<file path="config.mk">
export PLATFORM = sky130hd
export DESIGN_NAME = rx_queue_flat
export DESIGN_NICKNAME = d
export VERILOG_FILES = /design/src/design/uart_pkg.sv /design/src/design/rxq_if.sv /design/src/design/rx_queue.sv /design/src/flat_wrapper.sv
export SDC_FILE = /design/constraint.sdc
export NUM_CORES = 1
export LEC_CHECK = 0
export BUFFER_PORTS_ARGS = -buffer_cell sky130_fd_sc_hd__buf_2
export CORE_UTILIZATION = 25
export CTS_CLUSTER_DIAMETER = 50
export CTS_CLUSTER_SIZE = 40
export DETAILED_ROUTE_END_ITERATION = 8
export SETUP_SLACK_MARGIN = 0.3
export SLEW_MARGIN = 5
export SYNTH_ARGS = -nofsm -noshare
export SYNTH_HDL_FRONTEND = slang
export SYNTH_SLANG_ARGS = --single-unit
export TNS_END_PERCENT = 20
</file>
<file path="constraint.sdc">
create_clock -name clk -period 7.7 [get_ports clk]
set_input_delay 1.54 -clock clk [delete_from_list [all_inputs] [get_ports clk]]
set_output_delay 1.54 -clock clk [all_outputs]
set_load 0.005 [all_outputs]
</file>
<file path="src/design/uart_pkg.sv">
package uart_pkg;

	////////////////////
	// Byte and queue
	////////////////////

	// Byte width of the UART chip
	localparam int BYTE_W = 8;

	// Receive queue entries
	localparam int QUEUE_DEPTH = 8;
	localparam int QPTR_W = (QUEUE_DEPTH > 1) ? $clog2(QUEUE_DEPTH) : 1;

	////////////////////
	// Status register
	////////////////////

	// Receive queue holds at least one byte
	localparam int STAT_RX_VALID = 0;

	// Both transmitter empty flags high
	localparam int STAT_TX_IDLE = 1;

endpackage

</file>
<file path="src/design/rxq_if.sv">
`timescale 1ns/1ps

interface rxq_if;
	import uart_pkg::*;

	// Write side
	logic push;
	logic [BYTE_W-1:0] push_data;
	logic full;

	// Read side with the oldest entry on front_data
	logic pop;
	logic [BYTE_W-1:0] front_data;
	logic empty;

	modport producer (
		output push,
		output push_data,
		input  full
	);

	modport consumer (
		output pop,
		input  front_data,
		input  empty
	);

	modport queue (
		input  push,
		input  push_data,
		output full,
		input  pop,
		output front_data,
		output empty
	);

endinterface

</file>
<file path="src/design/rx_queue.sv">
`timescale 1ns/1ps

module rx_queue (
	input logic clk,
	input logic tbre,
	rxq_if.queue q
);
	import uart_pkg::*;

	logic [BYTE_W-1:0] mem [QUEUE_DEPTH];
	logic [QPTR_W-1:0] head;
	logic [QPTR_W-1:0] tail;
	logic [QPTR_W:0] count;
	logic do_push;
	logic do_pop;

	// Requests against the wrong flag are dropped
	assign do_push = q.push && !q.full;
	assign do_pop = q.pop && !q.empty;

	assign q.full = (count == (QPTR_W+1)'(QUEUE_DEPTH));
	assign q.empty = (count == '0);
	assign q.front_data = mem[head];

	always_ff @(posedge clk) begin
		if (do_push) begin
			mem[tail] <= q.push_data;
		end
	end

	////////////////////
	// Pointers
	////////////////////

	always_ff @(posedge clk or posedge tbre) begin
		if (tbre) begin
			head <= '0;
			tail <= '0;
			count <= '0;
		end else begin
			if (do_push) begin
				if (tail == QPTR_W'(QUEUE_DEPTH - 1))
					tail <= '0;
				else
					tail <= tail + 1'b1;
			end
			if (do_pop) begin
				if (head == QPTR_W'(QUEUE_DEPTH - 1))
					head <= '0;
				else
					head <= head + 1'b1;
			end
			case ({do_push, do_pop})
				2'b10: count <= count + 1'b1;
				2'b01: count <= count - 1'b1;
				default: count <= count;
			endcase
		end
	end

	////////////////////
	// Checks
	////////////////////

	// The sequencer holds off receive while full, so a push never meets a full queue
	a_no_push_full: assert property (@(posedge clk) disable iff (tbre)
		q.push |-> !q.full)
		else $error("rx_queue: push while full");

	// Data reads of an empty queue return zero without a pop
	a_no_pop_empty: assert property (@(posedge clk) disable iff (tbre)
		q.pop |-> !q.empty)
		else $error("rx_queue: pop while empty");

endmodule

</file>
<file path="src/flat_wrapper.sv">
// flat-port wrapper written by rule: the top's interface ports become plain ports
module rx_queue_flat import uart_pkg::*;
  (clk, tbre, q_push, q_push_data, q_full, q_pop, q_front_data, q_empty);
  rxq_if q_i ();
  input logic clk;
  input logic tbre;
  input wire logic [$bits(q_i.push)-1:0] q_push;
  input wire logic [$bits(q_i.push_data)-1:0] q_push_data;
  output wire logic [$bits(q_i.full)-1:0] q_full;
  input wire logic [$bits(q_i.pop)-1:0] q_pop;
  output wire logic [$bits(q_i.front_data)-1:0] q_front_data;
  output wire logic [$bits(q_i.empty)-1:0] q_empty;
  assign q_i.push = q_push;
  assign q_i.push_data = q_push_data;
  assign q_full = q_i.full;
  assign q_i.pop = q_pop;
  assign q_front_data = q_i.front_data;
  assign q_empty = q_i.empty;
  rx_queue u_core (.clk(clk), .tbre(tbre), .q(q_i));
endmodule
</file>
Yosys cells after proc, flatten, opt, wreduce, memory -nomap -nowiden:

Memories as Yosys holds them, arrays and structs flattened.
Cells that the tools add are included.

* logic and storage cells: 24
* output and inout bits: 10
* memories: 1
* input port bits: 12
* bits in writable memories: 64
* register bits: 10

* equal/unequal tests: 5
* $add $sub $neg: 4
* mux-type cells: 5
* reduce and logical (&&, ||, !) cells: 6

Memory list
* u_core.mem: words 8, width 8, read ports 1, clocked after Yosys merged registers in 0, wr ports 1, line rx_queue.sv:10 `logic [BYTE_W-1:0] mem [QUEUE_DEPTH];`

Operators with widths (count)
* $pmux 4 s2: 1
* $add 3x1->3 const B: 2
* $eq 3x3->1 const B: 2
* $mux 3: 2
* $add 4x1->4 const B: 1
* $eq 4x4->1 const B: 1
* $logic_not 4->1: 1
* $sub 4x1->4 const B: 1
* $eq 2x1->1 const B: 1
* $eq 2x2->1 const B: 1
* $logic_and 1x1->1: 2
* $logic_not 1->1: 2
* $mux 1: 2
* $reduce_bool 2->1: 1

Logic depth before layout (Yosys ltp):

* word-level depth: 5
* depth in mapped cells: 7
* depth with buffers taken out: 7

Worst setup path before layout:

No wires, ideal clock.

* path type: in2reg
* from: in q_pop
* to: reg u_core.count[3]
* path buffers: 0
* required time: 7.566 ns
* arrival: 2.957 ns
* setup slack: 4.610 ns
* stages on the path: 7
* setup time: 0.134 ns
* cells stage by stage: o41ai_4 inv_1 ha_1 ha_1 or4b_1 o311ai_0 o211ai_1

* longest elaborated chain between the ends: 3
* elaborated cells between the ends (all ways): 5
* classes of those cells: eq/ne (2); mux (1); reduce/logical (2)

Ends and longest elaborated chain
* start: declaration: line flat_wrapper.sv:10 `input wire logic [$bits(q_i.pop)-1:0] q_pop;`
* $logic_and 1x1->1 *: line rx_queue.sv:19 `assign do_pop = q.pop && !q.empty;`
* named net u_core.do_pop: line rx_queue.sv:15 `logic do_pop;`
* $eq 2x1->1 / $eq 2x2->1 (equally long branches): line rx_queue.sv:53 `case ({do_push, do_pop})`
* $pmux 4 s2 / $reduce_bool 2->1 (equally long branches)
* end signal: assignment: line rx_queue.sv:54 `2'b10: count <= count + 1'b1;`
* end signal: assignment: line rx_queue.sv:55 `2'b01: count <= count - 1'b1;`
* end signal: assignment: line rx_queue.sv:56 `default: count <= count;`
* end: declaration: line rx_queue.sv:13 `logic [QPTR_W:0] count;`

Mark *: on every way through the listed nets, which the timed path passes. The rest lies on a longest branch.
A chain may end at the register's enable or synchronous reset.

Final worst setup path:

* from: reg u_core.head[0]
* to: out q_front_data[4]

* longest elaborated chain between the ends: 1

Ends and longest elaborated chain
* start: declaration: line rx_queue.sv:11 `logic [QPTR_W-1:0] head;`
* start signal: assignment: line rx_queue.sv:51 `head <= head + 1'b1;`
* $mem_v2 8x8
* end: declaration: line flat_wrapper.sv:11 `output wire logic [$bits(q_i.front_data)-1:0] q_front_data;`

Every way passes these cells.

==> flow_summary.json <==
{
  "dp.cells": 346,
  "maxSlewHeadroom": 0.273,
  "p_sw_uw": 419,
  "setup.worst_path.start_class": "flop",
  "status": "finished clean",
  "stdcell_count": 360,
  "drt_iter0_markers": 46,
  "end_kind": "primary output",
  "rsz0062_at_grt": "false",
  "swShare": 0.297,
  "dp_slack_ns": 3.97,
  "std_cell_rows": 40,
  "setup_ws_ns": 3.70,
  "crit_fanout": 19,
  "arrival_ns": 2.46,
  "finalClockSkew_ns": 0.00531,
  "slew_violations": 0,
  "drive_above_1_share": 0.370,
  "die_h_um": 114,
  "track_usage": 0.0970,
  "antenna_found_initial": 0,
  "cts_sinks": 74,
  "period_minus_slack_ns": 4.00,
  "synth_common_cells": "edfxtp_1 (64), mux4_2 (13), mux2_2 (11), dfrtp_1 (10)",
  "synthFlopType": "edfxtp_1",
  "fillers": 1174,
  "seq_area_frac_synth": 0.688,
  "io_pins": 22,
  "cts_resized": 0,
  "die_w_um": 114,
  "nNetsFinal": 209,
  "htreeDepth": 3,
  "ys.warnings.count": 0,
  "hp-class": "reg -> reg",
  "synth_area_leaders": "edfxtp_1 (61%), mux4_2 (9.3%), dfrtp_1 (7.9%)",
  "initial_core_util": 0.260,
  "power_density_nw_per_um2": 377,
  "ys_ff_latch": 74,
  "grt-ovfl-total": 0,
  "ant_nets": 0,
  "cts_buffers": 9,
  "dieArea_um2": 13100,
  "ir_drop_v": 0.000168,
  "cp_cell_sequence": "mux4_1, mux2_2, buf_2",
  "dpl-instance-area_um2": 3460,
  "p_clk_frac": 0.283,
  "critical-path-slowest-cell": "dfrtp_1",
  "fmax_mhz": 250,
  "yosysTopAreaCell": "edfxtp_1",
  "synth_area_um2": 3160,
  "drt-vias-per-instance": 4.28,
  "drc": 0,
  "power_leakage_nw": 1.29,
  "grt_start_max_net_pins": 20,
  "clk_pin_slew_ns": 0.06,
  "synth_cell_types": 36,
  "combPwrFrac": 0.273,
  "worstSkewPairLatency_ns": 0.32,
  "max_stage_delay_ns": 1.06,
  "crit_required_ns": 6.16,
  "final_area_um2": 3740,
  "final-setup-viol-count": 0,
  "diodes": 0,
  "clockBufferDepth": 2,
  "intPower_uw": 990,
  "grt_first_pass_wirelength_mm": 8.93,
  "ys_async_sr_fraction": 0.135,
  "area_delta_synth_final_pct": 18.5,
  "syn_inst": 161,
  "synth_edf_count": 64,
  "netlist.area_leader.share": 0.609,
  "routed_wirelength_mm": 5.83,
  "cts_tree": "built",
  "gp_congestion": 0.662,
  "coreArea_um2": 12200,
  "max_slew.worst_pin.slew_ns": 1.09,
  "hpwl_mm": 3.53,
  "holdWs_ns": 0.641,
  "vias": 1542,
  "cts-root-buf": "clkbuf_16",
  "final_util": 0.308,
  "worstSetupPathType": "reg -> out",
  "wl_per_cell_um": 16.2,
  "cts_setup_buffers": 0,
  "period_share": 0.520,
  "grt_pass1_vias": 1601,
  "synth_fp_nets": 181,
  "hold_viol": 0,
  "yosysMostFrequentCell": "edfxtp_1",
  "p_total_mw": 1.41,
  "cts_hold_buffers": 0,
  "seqPwrFrac": 0.444,
  "drtPass1Iterations": 4,
  "fin_setup_tns_ns": 0,
  "syn_area_per_cell_um2": 19.6,
  "drv_cap": 0,
  "numPortBuffers": 21
}
## sequential cells by signal (all words and copies together) (netlist names)
register	flops
u_core.mem	64
u_core.count	4
u_core.head	3
u_core.tail	3
## power groups by stage
stage	clock, mW	combinational, mW	sequential, mW
2_1_floorplan	0	0.339	0.564
3_3_place_gp	0	0.381	0.633
3_5_place_dp	0	0.388	0.638
4_1_cts	0.407	0.392	0.630
5_1_grt	0.422	0.424	0.640
6_report	0.399	0.385	0.626
## cells by family after synthesis
| logic type | Yosys count | synth area share |
|---|---|---|
| multiplexers | 31 | 0.174 |
| adder cells (fa/ha/maj) | 8 | 0.0341 |
| flip-flops | 74 | 0.688 |
| AO/OA/AOI/OAI | 8 | 0.0246 |
| buffers and inverters | 13 | 0.0238 |
| AND/OR/NAND/NOR | 25 | 0.0499 |
| XOR/XNOR | 2 | 0.00555 |
## final timing paths
check / from / to / slack, ns / cells after the start
max: u_core.head[0]$_DFFE_PP0P_ / q_front_data[4] / 3.70 / 3
min: u_core.count[2]$_DFFE_PP0P_ / u_core.count[2]$_DFFE_PP0P_ / 0.64 / 2
max reg2reg: u_core.count[0]$_DFFE_PP0P_ / u_core.count[3]$_DFFE_PP0P_ / 4.94 / 7
min reg2reg: u_core.count[2]$_DFFE_PP0P_ / u_core.count[2]$_DFFE_PP0P_ / 0.64 / 2
max in group asynchronous: tbre / u_core.tail[2]$_DFFE_PP0P_ / 6.23 / 2
min in group asynchronous: tbre / u_core.count[1]$_DFFE_PP0P_ / 1.19 / 2
## cells in the final DEF, fill, tap and decap left out, drive strengths merged
cell | netlist | routed
o41ai | 1 | 1
nor4 | 2 | 2
mux2i | 1 | 1
a2111o | 1 | 1
clkinv | 0 | 1
ha | 7 | 7
mux2 | 14 | 14
xor2 | 1 | 1
nor3b | 2 | 2
xnor2 | 1 | 1
nand2 | 3 | 3
clkbuf | 1 | 9
o21ai | 1 | 1
o311ai | 1 | 1
nor2b | 1 | 1
nor2 | 5 | 5
a21o | 1 | 1
nor3 | 5 | 5
or4b | 2 | 2
a21oi | 2 | 2
fa | 1 | 1
nand4 | 1 | 1
clkinvlp | 0 | 3
inv | 7 | 7
buf | 5 | 23
mux4 | 16 | 16
edfxtp | 64 | 64
dfrtp | 10 | 10
bufinv | 0 | 1
o211ai | 1 | 1
nand3 | 2 | 2
nand2b | 2 | 2
## cell type report
| class | count | area [um^2] | area share |
|---|---|---|---|
| Clock buffer | 9 | 225 | 0.0602 |
| Clock inverter | 5 | 57.6 | 0.0154 |
| Inverter | 7 | 26.3 | 0.00702 |
| Multi-Input combinational cell | 74 | 932 | 0.249 |
| Sequential cell | 74 | 2170 | 0.580 |
| Tap cell | 168 | 210 | 0.0561 |
| Timing Repair Buffer | 23 | 120 | 0.0321 |
## per-layer routing
metal	global-route usage	up-vias	routed length [um]	part of all wire
met5	0	-	0	0
met2	0.144	37	2690	0.46
met1	0.129	799	2790	0.48
met4	0.0364	0	53	0.0091
met3	0.0371	4	302	0.052
li1	-	702	-	-
## critical path, delay by kind of cell (launching register included)
family / cells / cell delay (ns)
flops: 1 / 1.06
mux: 2 / 0.94
buf+inv: 1 / 0.13
Power figures use the tool's default switching activity.
